### src/rtl/uart_rx_pkg.sv
`default_nettype none

package uart_rx_pkg;

    localparam int CLKS_PER_BIT   = 16; // half a bit is 8 clocks.
    localparam int FIFO_DEPTH     = 8;
    localparam int BYTES_PER_WORD = 4;

    typedef logic [7:0]                  byte_t;
    typedef logic [BYTES_PER_WORD*8-1:0] word_t;
    typedef logic [3:0]                  credit_t; // counts 0 to FIFO_DEPTH.
    typedef logic [3:0]                  baud_cnt_t;
    typedef logic [2:0]                  bit_cnt_t;

    // action for the baud and bit counters.
    typedef enum logic [1:0] {
        ZERO      = 2'b00,
        HOLD      = 2'b10,
        INCREMENT = 2'b11
    } ctr_sel_e;

    typedef enum logic [2:0] {
        IDLE        = 3'd0,
        START_CHECK = 3'd1,
        DATA_WAIT   = 3'd2,
        DATA_SAMPLE = 3'd3,
        STOP_WAIT   = 3'd4,
        STOP_CHECK  = 3'd5
    } rx_state_e;

    typedef struct packed {
        logic  valid;
        byte_t data;
    } rx_push_t;

    typedef struct packed {
        logic overrun;       // byte lost for lack of credit.
        logic framing_error; // stop bit seen low.
    } rx_status_t;

endpackage

`default_nettype wire
### src/rtl/uart_word_rx.sv
`timescale 1ns/100ps
`default_nettype none

module uart_word_rx (
    input  wire logic             clk,
    input  wire logic             reset_b,
    input  wire logic             rx,
    input  wire logic             word_ready,
    output logic                  word_valid,
    output uart_rx_pkg::word_t    word_data,
    output uart_rx_pkg::rx_status_t status
);

    import uart_rx_pkg::*;

    ctr_sel_e baud_sel;
    ctr_sel_e bit_sel;
    logic     shift_en;
    logic     baud_half_done;
    logic     baud_full_done;
    logic     last_bit;
    byte_t    rx_byte;
    rx_push_t push;
    logic     credit_return;
    logic     pop_valid;
    byte_t    pop_data;
    logic     pop_take;

    uart_rx_ctrl uart_rx_ctrl_i (
        .clk            (clk),
        .reset_b        (reset_b),
        .rx             (rx),
        .baud_half_done (baud_half_done),
        .baud_full_done (baud_full_done),
        .last_bit       (last_bit),
        .rx_byte        (rx_byte),
        .credit_return  (credit_return),
        .baud_sel       (baud_sel),
        .bit_sel        (bit_sel),
        .shift_en       (shift_en),
        .push           (push),
        .status         (status)
    );

    uart_rx_datapath uart_rx_datapath_i (
        .clk            (clk),
        .reset_b        (reset_b),
        .rx             (rx),
        .baud_sel       (baud_sel),
        .bit_sel        (bit_sel),
        .shift_en       (shift_en),
        .baud_half_done (baud_half_done),
        .baud_full_done (baud_full_done),
        .last_bit       (last_bit),
        .rx_byte        (rx_byte)
    );

    rx_fifo rx_fifo_i (
        .clk           (clk),
        .reset_b       (reset_b),
        .push          (push),
        .pop_take      (pop_take),
        .pop_valid     (pop_valid),
        .pop_data      (pop_data),
        .credit_return (credit_return)
    );

    word_packer word_packer_i (
        .clk        (clk),
        .reset_b    (reset_b),
        .pop_valid  (pop_valid),
        .pop_data   (pop_data),
        .word_ready (word_ready),
        .pop_take   (pop_take),
        .word_valid (word_valid),
        .word_data  (word_data)
    );

endmodule

`default_nettype wire

### src/rtl/word_packer.sv
`timescale 1ns/100ps
`default_nettype none

module word_packer (
    input  wire logic               clk,
    input  wire logic               reset_b,
    input  wire logic               pop_valid,
    input  wire uart_rx_pkg::byte_t pop_data,
    input  wire logic               word_ready,
    output logic                    pop_take,
    output logic                    word_valid,
    output uart_rx_pkg::word_t      word_data
);

    import uart_rx_pkg::*;

    logic [$clog2(BYTES_PER_WORD)-1:0] lane;

    // no taking while a finished word waits.
    assign pop_take = pop_valid && !word_valid;

    // first byte lands in the low lane.
    always_ff @(posedge clk) begin
        if (pop_take) begin
            word_data[lane*$bits(byte_t) +: $bits(byte_t)] <= pop_data;
        end
    end

    always_ff @(posedge clk or negedge reset_b) begin
        if (!reset_b) begin
            lane       <= '0;
            word_valid <= 1'b0;
        end else if (word_valid) begin
            if (word_ready) begin
                word_valid <= 1'b0;
            end
        end else if (pop_take) begin
            lane <= lane + 1'b1; // wraps back to lane 0.
            if (lane == $bits(lane)'(BYTES_PER_WORD - 1)) begin
                word_valid <= 1'b1;
            end
        end
    end

endmodule

`default_nettype wire

### src/rtl/rx_fifo.sv
`timescale 1ns/100ps
`default_nettype none

module rx_fifo (
    input  wire logic                  clk,
    input  wire logic                  reset_b,
    input  wire uart_rx_pkg::rx_push_t push,
    input  wire logic                  pop_take,
    output logic                       pop_valid,
    output uart_rx_pkg::byte_t         pop_data,
    output logic                       credit_return
);

    import uart_rx_pkg::*;

    byte_t                         mem [FIFO_DEPTH];
    logic [$clog2(FIFO_DEPTH)-1:0] wr_ptr;
    logic [$clog2(FIFO_DEPTH)-1:0] rd_ptr;
    credit_t                       count;
    logic                          pop;

    assign pop_valid = (count != '0);
    assign pop_data  = mem[rd_ptr];
    assign pop       = pop_valid && pop_take;

    // the sender holds credits, so a push always finds room.
    always_ff @(posedge clk) begin
        if (push.valid) begin
            mem[wr_ptr] <= push.data;
        end
    end

    always_ff @(posedge clk or negedge reset_b) begin
        if (!reset_b) begin
            wr_ptr        <= '0;
            rd_ptr        <= '0;
            count         <= '0;
            credit_return <= 1'b0;
        end else begin
            if (push.valid) begin
                wr_ptr <= wr_ptr + 1'b1; // depth is a power of two.
            end
            if (pop) begin
                rd_ptr <= rd_ptr + 1'b1;
            end
            case ({push.valid, pop})
                2'b10:   count <= count + 1'b1;
                2'b01:   count <= count - 1'b1;
                default: count <= count;
            endcase
            credit_return <= pop; // one pulse per freed entry.
        end
    end

endmodule

`default_nettype wire

### src/rtl/uart_rx_datapath.sv
`timescale 1ns/100ps
`default_nettype none

module uart_rx_datapath (
    input  wire logic                  clk,
    input  wire logic                  reset_b,
    input  wire logic                  rx,
    input  wire uart_rx_pkg::ctr_sel_e baud_sel,
    input  wire uart_rx_pkg::ctr_sel_e bit_sel,
    input  wire logic                  shift_en,
    output logic                       baud_half_done,
    output logic                       baud_full_done,
    output logic                       last_bit,
    output uart_rx_pkg::byte_t         rx_byte
);

    import uart_rx_pkg::*;

    baud_cnt_t baud_cnt;
    bit_cnt_t  bit_cnt;

    // shared next-count rule for both counters.
    function automatic baud_cnt_t ctr_next(ctr_sel_e sel, baud_cnt_t cnt);
        case (sel)
            ZERO:      return '0;
            INCREMENT: return cnt + 1'b1;
            default:   return cnt;
        endcase
    endfunction

    always_ff @(posedge clk or negedge reset_b) begin
        if (!reset_b) begin
            baud_cnt <= '0;
            bit_cnt  <= '0;
        end else begin
            baud_cnt <= ctr_next(baud_sel, baud_cnt);
            bit_cnt  <= bit_cnt_t'(ctr_next(bit_sel, baud_cnt_t'(bit_cnt)));
        end
    end

    // the counter starts at zero one cycle after the edge or sample.
    assign baud_half_done = (baud_cnt == baud_cnt_t'(CLKS_PER_BIT / 2 - 1));

    // the sample state itself supplies the last clock of the bit.
    assign baud_full_done = (baud_cnt == baud_cnt_t'(CLKS_PER_BIT - 2));

    assign last_bit = (bit_cnt == bit_cnt_t'(7));

    // lsb arrives first and ends up in bit 0.
    always_ff @(posedge clk) begin
        if (shift_en) begin
            rx_byte <= {rx, rx_byte[7:1]};
        end
    end

endmodule

`default_nettype wire

### src/rtl/uart_rx_ctrl.sv
`timescale 1ns/100ps
`default_nettype none

module uart_rx_ctrl (
    input  wire logic                   clk,
    input  wire logic                   reset_b,
    input  wire logic                   rx,
    input  wire logic                   baud_half_done,
    input  wire logic                   baud_full_done,
    input  wire logic                   last_bit,
    input  wire uart_rx_pkg::byte_t     rx_byte,
    input  wire logic                   credit_return,
    output uart_rx_pkg::ctr_sel_e       baud_sel,
    output uart_rx_pkg::ctr_sel_e       bit_sel,
    output logic                        shift_en,
    output uart_rx_pkg::rx_push_t       push,
    output uart_rx_pkg::rx_status_t     status
);

    import uart_rx_pkg::*;

    rx_state_e state, next_state;
    credit_t   credits;
    logic      rx_prev;
    logic      push_now;

    // stop bit good and room left in the FIFO.
    assign push_now = (state == STOP_CHECK) && rx && (credits != '0);

    always_ff @(posedge clk or negedge reset_b) begin
        if (!reset_b) begin
            state   <= IDLE;
            rx_prev <= 1'b1; // line idles high.
        end else begin
            state   <= next_state;
            rx_prev <= rx;
        end
    end

    always_comb begin
        next_state = state;
        baud_sel   = ZERO;
        bit_sel    = HOLD;
        shift_en   = 1'b0;
        case (state)
            IDLE: begin
                bit_sel = ZERO;
                if (rx_prev && !rx) next_state = START_CHECK; // falling edge.
            end
            START_CHECK: begin
                baud_sel = INCREMENT;
                if (baud_half_done) begin
                    baud_sel   = ZERO;
                    next_state = rx ? IDLE : DATA_WAIT; // high again means a glitch.
                end
            end
            DATA_WAIT: begin
                baud_sel = INCREMENT;
                if (baud_full_done) next_state = DATA_SAMPLE;
            end
            DATA_SAMPLE: begin
                shift_en   = 1'b1;
                bit_sel    = INCREMENT;
                next_state = last_bit ? STOP_WAIT : DATA_WAIT;
            end
            STOP_WAIT: begin
                baud_sel = INCREMENT;
                if (baud_full_done) next_state = STOP_CHECK;
            end
            STOP_CHECK: begin
                next_state = IDLE;
            end
            default: begin
                next_state = IDLE;
            end
        endcase
    end

    // one credit per push, one back per FIFO pop.
    always_ff @(posedge clk or negedge reset_b) begin
        if (!reset_b) begin
            credits <= credit_t'(FIFO_DEPTH);
        end else begin
            case ({push_now, credit_return})
                2'b10:   credits <= credits - 1'b1;
                2'b01:   credits <= credits + 1'b1;
                default: credits <= credits;
            endcase
        end
    end

    always_ff @(posedge clk or negedge reset_b) begin
        if (!reset_b) begin
            push.valid <= 1'b0;
            status     <= '0;
        end else begin
            push.valid <= push_now;
            if (push_now) begin
                push.data <= rx_byte;
            end
            if (state == STOP_CHECK && !rx) begin
                status.framing_error <= 1'b1;
            end
            if (state == STOP_CHECK && rx && credits == '0) begin
                status.overrun <= 1'b1; // line cannot stall, so the byte is lost.
            end
        end
    end

endmodule

`default_nettype wire

### config.mk
export PLATFORM = sky130hd
export DESIGN_NAME = uart_word_rx
export DESIGN_NICKNAME = d
export VERILOG_FILES = /design/src/rtl/uart_rx_pkg.sv /design/src/rtl/uart_word_rx.sv /design/src/rtl/word_packer.sv /design/src/rtl/rx_fifo.sv /design/src/rtl/uart_rx_datapath.sv /design/src/rtl/uart_rx_ctrl.sv
export SDC_FILE = /design/constraint.sdc
export NUM_CORES = 1
export LEC_CHECK = 0
export BUFFER_PORTS_ARGS = -buffer_cell sky130_fd_sc_hd__clkbuf_2
export CELL_PAD_IN_SITES_DETAIL_PLACEMENT = 0
export CELL_PAD_IN_SITES_GLOBAL_PLACEMENT = 2
export CORE_ASPECT_RATIO = 1.4
export CORE_MARGIN = 2
export CORE_UTILIZATION = 40
export CTS_CLUSTER_SIZE = 10
export DETAILED_ROUTE_END_ITERATION = 8
export PLACE_DENSITY = 0.69
export SLEW_MARGIN = 5
export SYNTH_ARGS = -nofsm -noshare
export SYNTH_HDL_FRONTEND = slang
export SYNTH_SLANG_ARGS = --single-unit
### constraint.sdc
create_clock -name clk -period 2.95 [get_ports clk]
set_input_delay 0.4425 -clock clk [delete_from_list [all_inputs] [get_ports clk]]
set_output_delay 0.4425 -clock clk [all_outputs]
set_load 0.05 [all_outputs]
# After elaboration in Yosys (flattened, before gate mapping)
# Memories as Yosys holds them, arrays and structs flattened.
# Cells that the tools add are included.
word_totals:
  output_inout_bits: 35
  register_bits: 80
  n_memories: 1
  ramBits: 64
  word_cells: 95
  inputBits: 4
mem_list:
  columns: ["memory", "words", "width", "rd", "rd_ports_with_merged_regs", "wr", "line", "text"]
  rows:
  - ["rx_fifo_i.mem", 8, 8, 1, 0, 1, "rx_fifo.sv:16", "byte_t mem [FIFO_DEPTH];"]
op_classes:
  bitwise_logic: 1
  n_reduce_logical: 23
  addsub: 10
  shift: 2
  mux: 22
  eq_ne: 19
op_table:
  columns: ["cell", "count"]
  rows:
  - ["$neg 5->34", 1]
  - ["$shift 8x34->32 const A", 1]
  - ["$shiftx 8x34->32", 1]
  - ["$bwmux 32", 1]
  - ["$pmux 4 s2", 3]
  - ["$mux 3", 5]
  - ["$pmux 3 s5", 1]
  - ["$add 4x1->4 const B", 3]
  - ["$eq 2x2->1 const B", 5]
  - ["$add 3x1->3 const B", 3]
  - ["$eq 3x3->1 const B", 3]
  - ["$pmux 2 s2", 2]
  - ["$reduce_bool 2->1", 4]
  - ["$reduce_bool 4->1", 2]
  - ["$sub 4x1->4 const B", 2]
  - ["$logic_and 1x1->1", 7]
  - ["$mux 1", 7]
  - ["$eq 3x2->1 const B", 2]
  - ["$ne 2x2->1 const B", 3]
  - ["$pmux 3 s2", 1]
  - ["$eq 2x1->1 const B", 2]
  - ["$eq 4x3->1 const B", 1]
  - ["$eq 4x4->1 const B", 1]
  - ["$logic_not 2->1", 2]
  - ["other kinds (11)", 14]

# Longest topological paths before layout
depth:
  word_depth: 5
  ltp_mapped: 12
  mapped_depth_nobuf: 11

# Hierarchy
# From an unflattened synthesis, not the netlist that was laid out.
hier_totals:
  hier_cells: 363
  area_unflattened_um2: 6083.3
by_module_without_submodules:
  columns: ["module", "n_inst", "cells_per_inst", "area_each_um2", "seq_area_each_um2"]
  rows:
  - ["rx_fifo", 1, 148, 3072.9, 2197.1]
  - ["word_packer", 1, 92, 1452.6, 1036.0]
  - ["uart_rx_ctrl", 1, 74, 914.6, 518.0]
  - ["uart_rx_datapath", 1, 49, 643.1, 415.4]

# Least setup slack after synthesis
# No wires, ideal clock.
synth_timing:
  path_type: "flip-flop to flip-flop"
  start: "reg uart_rx_ctrl_i.state[0]"
  end: "reg uart_rx_ctrl_i.credits[3]"
  required_time_ns: 2.858
  stages_incl_launch_ff: 12
  setup_time_ns: 0.092
  setup_slack_ns: 0.607
  arrival_ns: 2.251
  path_buffers: 1
  cell_sequence: "dfrtp_1 -> buf_2 -> nor2b_1 -> nand3_1 -> nor2_1 -> inv_1 -> ha_1 -> inv_1 -> ha_1 -> a21o_1 -> a2111oi_0 -> o31ai_1"
synth_via:
  elab_chain_len: 5
  elab_cells_between_ends: 7
synth_lines:
  columns: ["element", "line", "text"]
  rows:
  - ["start, declared", "uart_rx_ctrl.sv:22", "rx_state_e state, next_state;"]
  - ["start signal, assigned", "uart_rx_ctrl.sv:35", "state <= next_state;"]
  - ["$eq 3x3->1 (*)", "uart_rx_ctrl.sv:28", "assign push_now = (state == STOP_CHECK) && rx && (credits != '0);"]
  - ["$logic_and 1x1->1 (*) (2 in series)", "uart_rx_ctrl.sv:28", null]
  - ["named net uart_rx_ctrl_i.push_now", "uart_rx_ctrl.sv:25", "logic push_now;"]
  - ["$eq 2x1->1 or $eq 2x2->1 (tied branches)", "uart_rx_ctrl.sv:84", "case ({push_now, credit_return})"]
  - ["$pmux 4 s2 or $reduce_bool 2->1 (tied branches)", null, null]
  - ["end signal, assigned", "uart_rx_ctrl.sv:85", "2'b10: credits <= credits - 1'b1;"]
  - ["end signal, assigned", "uart_rx_ctrl.sv:86", "2'b01: credits <= credits + 1'b1;"]
  - ["end signal, assigned", "uart_rx_ctrl.sv:87", "default: credits <= credits;"]
  - ["end, declared", "uart_rx_ctrl.sv:23", "credit_t credits;"]
# Mark *: on every way through the listed nets, which the timed path passes. The rest lies on a longest branch.
# A chain may end at the register's enable or synchronous reset.

# Final worst setup path
layout_timing:
  start: "reg uart_rx_ctrl_i.credits[0]"
  end: "reg uart_rx_ctrl_i.credits[3]"
layout_via:
  elab_chain_len: 4
  elab_cells_between_ends: 8
layout_lines:
  columns: ["element", "line", "text"]
  rows:
  - ["start signal, assigned", "uart_rx_ctrl.sv:82", "credits <= credit_t'(FIFO_DEPTH);"]
  - ["start signal, assigned", "uart_rx_ctrl.sv:85", null]
  - ["start signal, assigned", "uart_rx_ctrl.sv:86", null]
  - ["$reduce_bool 4->1 (*)", "uart_rx_ctrl.sv:28", null]
  - ["$logic_and 1x1->1 (*)", "uart_rx_ctrl.sv:28", null]
  - ["named net uart_rx_ctrl_i.push_now", "uart_rx_ctrl.sv:25", null]
  - ["$eq 2x1->1 or $eq 2x2->1 (tied branches)", "uart_rx_ctrl.sv:84", null]
  - ["$pmux 4 s2 or $reduce_bool 2->1 (tied branches)", null, null]
# Marked as above.

==> out/metrics.yaml <==
final_util: 0.4803
dr.pass1.iters: 4
die_h_um: 147.2
synth.net_count: 365
clk_pin_slew_worst_paths_ns: 0.06
hold_violations: 0
rsz0062_at_grt: "false"
period_share: 0.8852
cts_sinks: 144
worstSetupEndpointType: "flop"
n_fill_cell: 1233
synth_seq_cells: 144
worstPathMaxFanout: 5
start_util: 0.4073
vias: 2910
rows: 52
vdd_drop_max_uv: 446.5
slew_headroom: 0.4074
grt_overflow_total: 0
min_path_type: "in -> async"
clkLatencyLatePin_ns: 0.41
status: "finished, final reports clean"
place.gp.congestion: 0.7632
coreArea_sq_mm: 0.01438
setup_tns_ns: 0
grt_use_total: 0.1339
finalCriticalPeriod_ns: 2.611
clock_path_buffers: 2
post-place-cells: 570
start_kind: "flop"
path_class: "reg -> reg"
cp_slowest_cell: "nor4_1"
cts_setup_buffers: 0
fin_skew_ns: 0.008280
ys_seq_area_frac: 0.7114
power.density_mw_per_mm2: 682.4
grt_pass1_vias: 2990
antennaDiodeCount: 0
worstPathCellList: "nor4_1 > nor2_1 > inv_1 > ha_1 > inv_1 > ha_1 > a21o_1 > a2111oi_0 > o31ai_1"
finalSetupViolCount: 0
routed_wire_length_per_instance_um: 16.26
dr.first_iter.drc_count: 88
synth_cells: 343
vias_per_cell: 4.842
remaining_drc_errors: 0
seqCellArea_sq_mm: 0.004167
slew_violations: 0
drive_gt1_frac: 0.2500
cts_max_level: 4
die_area_sq_mm: 0.01564
yosys_warnings: 0
postCtsHoldBufs: 0
maxCapViolCount: 0
clock-root-buffer: "clkbuf_16"
cts_resized: 0
tightest_slew_ns: 0.8856
drtAntennaViolNets: 0
grt_pass1_wl_um: 15570
avgSynthCellArea_sq_um: 17.08
reg2reg_slack_ns: 0.34
ys_types: 42
cts_buffers: 17
fmax_mhz: 382.9
cp.required_ns: 3.27
dieWidth_um: 106.3
areaGrowthSynthToFinish_pct: 17.92
cp_slowest_stage_delay_ns: 0.46
synth_area_sq_mm: 0.005857
instances_no_fill: 601
multi_input_area_sq_mm: 0.001580
wl_um: 9772
cts_tree: "built"
final_nets: 422
most-common-layout-cells: "edfxtp_1 (112), nor2_1 (47), clkbuf_2 (38)"
layout_commonest_cell: "edfxtp_1"
dp_hpwl_um: 6753
p_leak_nw: 2.523
critical_path_arrival_ns: 2.93
numPortBuffers: 38
total_power_mw: 4.713
grt_max_degree: 33
antenna_found_initial: 0
ios: 39
==> logic make-up (layout without fill, tap and decap cells) <==
| group | after synthesis | in the layout | share of synthesized area |
|---|---|---|---|
| muxes | 31 | 31 | 0.1077 |
| AOI/OAI and AO/OA | 27 | 27 | 0.03183 |
| and+or+nand+nor | 86 | 86 | 0.06730 |
| adders and majority gates | 18 | 18 | 0.03973 |
| DFF | 144 | 144 | 0.7114 |
| buffers and inverters | 22 | 91 | 0.01965 |
| xor gates and xnor gates | 15 | 15 | 0.02243 |
==> synthesized netlist by cell type <==
master | number | area share
a2111oi_0 | 2 | 0.0030
a21boi_1 | 1 | 0.0013
a21o_1 | 2 | 0.0026
a21oi_1 | 5 | 0.0043
a22o_1 | 4 | 0.0060
a22oi_1 | 2 | 0.0026
a31o_2 | 1 | 0.0015
a41o_1 | 1 | 0.0017
and2_1 | 5 | 0.0053
buf_1 | 1 | 0.00064
buf_12 | 1 | 0.0034
buf_2 | 4 | 0.0034
buf_4 | 1 | 0.0013
buf_6 | 1 | 0.0019
clkbuf_1 | 2 | 0.0013
dfrtp_1 | 30 | 0.13
dfstp_2 | 2 | 0.0090
edfxtp_1 | 112 | 0.57
fa_1 | 1 | 0.0034
ha_1 | 17 | 0.036
inv_1 | 11 | 0.0070
inv_2 | 1 | 0.00064
mux2_2 | 5 | 0.0096
mux2i_1 | 3 | 0.0051
mux2i_4 | 7 | 0.027
mux4_1 | 7 | 0.031
mux4_2 | 9 | 0.035
nand2_1 | 11 | 0.0070
nand2b_1 | 3 | 0.0032
nand3_1 | 3 | 0.0026
nand3b_1 | 4 | 0.0051
nor2_1 | 47 | 0.030
nor2b_1 | 1 | 0.0011
nor3_1 | 6 | 0.0051
nor4_1 | 3 | 0.0032
nor4bb_1 | 2 | 0.0034
o211ai_1 | 1 | 0.0013
o21ai_0 | 6 | 0.0051
o31ai_1 | 2 | 0.0026
or3_1 | 1 | 0.0011
xnor2_1 | 7 | 0.010
xor2_1 | 8 | 0.012
==> power breakdown <==
part	switching (mW)	total (mW)	internal (mW)
clock	0.791	2.20	1.41
combinational	0.107	0.198	0.0912
sequential	0.0627	2.32	2.25
total	0.960	4.71	3.75
==> final cells by class <==
cell class,count,area share
Inverter,12,0.006522
Timing Repair Buffer,48,0.03841
Tap cell,189,0.03424
Multi-Input combinational cell,177,0.2288
Clock buffer,17,0.06159
Clock inverter,14,0.02717
Sequential cell,144,0.6033
==> metrics by stage <==
stage | cell area (sq um) | hold WS (ns) | worst slack, ns
final | 6907 | 0.08667 | 0.3386
after global routing | 6907 | 0.1147 | 0.07535
after CTS | 6907 | 0.1047 | 0.3063
after detailed placement | 6294 | 0.4071 | 0.3278
after global placement | 6294 | 0.4076 | 0.4315
after floorplan | 5857 | 0.1469 | 0.6071
==> final timing paths <==
path                                                               from                                     to  depth (start not counted)
worst max-delay path              uart_rx_ctrl_i.credits[0]$_DFFE_PN0P_  uart_rx_ctrl_i.credits[3]$_DFFE_PN1P_                          9
worst min-delay path                                            reset_b    uart_rx_ctrl_i.state[0]$_DFFE_PN0P_                          2
worst max register to register    uart_rx_ctrl_i.credits[0]$_DFFE_PN0P_  uart_rx_ctrl_i.credits[3]$_DFFE_PN1P_                          9
worst min register to register  uart_rx_datapath_i.rx_byte[0]$_DFFE_PN_       uart_rx_ctrl_i.push[0]$_DFFE_PP_                          0
max in group asynchronous                                       reset_b  uart_rx_ctrl_i.credits[3]$_DFFE_PN1P_                          2
min in group clk                                                     rx       uart_rx_ctrl_i.rx_prev$_DFF_PN1_                          1
==> routing by layer <==
layer	global-route usage	wire, um
met1	0.1371	3857
met2	0.2519	5359
met3	0.03505	365
met4	0.05789	189
met5	0	0
==> state kept, by name, summed over array words and instances, names as in the netlist, 2 cells and up <==
name / flops
rx_fifo_i.mem: 64
word_packer_i.word_data: 32
uart_rx_ctrl_i.push: 9
uart_rx_datapath_i.rx_byte: 8
rx_fifo_i.count: 4
uart_rx_ctrl_i.credits: 4
uart_rx_datapath_i.baud_cnt: 4
rx_fifo_i.rd_ptr: 3
rx_fifo_i.wr_ptr: 3
uart_rx_ctrl_i.state: 3
uart_rx_datapath_i.bit_cnt: 3
uart_rx_ctrl_i.status: 2
word_packer_i.lane: 2
==> critical path: cells and delay by family (launching register included) <==
| family | cells | cell delay, ns |
|---|---|---|
| AND/OR/NAND/NOR | 2 | 0.60 |
| flip-flops | 1 | 0.43 |
| AO/OA/AOI/OAI | 3 | 0.82 |
| buffers and inverters | 2 | 0.20 |
| adder cells (fa/ha/maj) | 2 | 0.49 |
No activity file was read; power rests on OpenSTA's default activity.
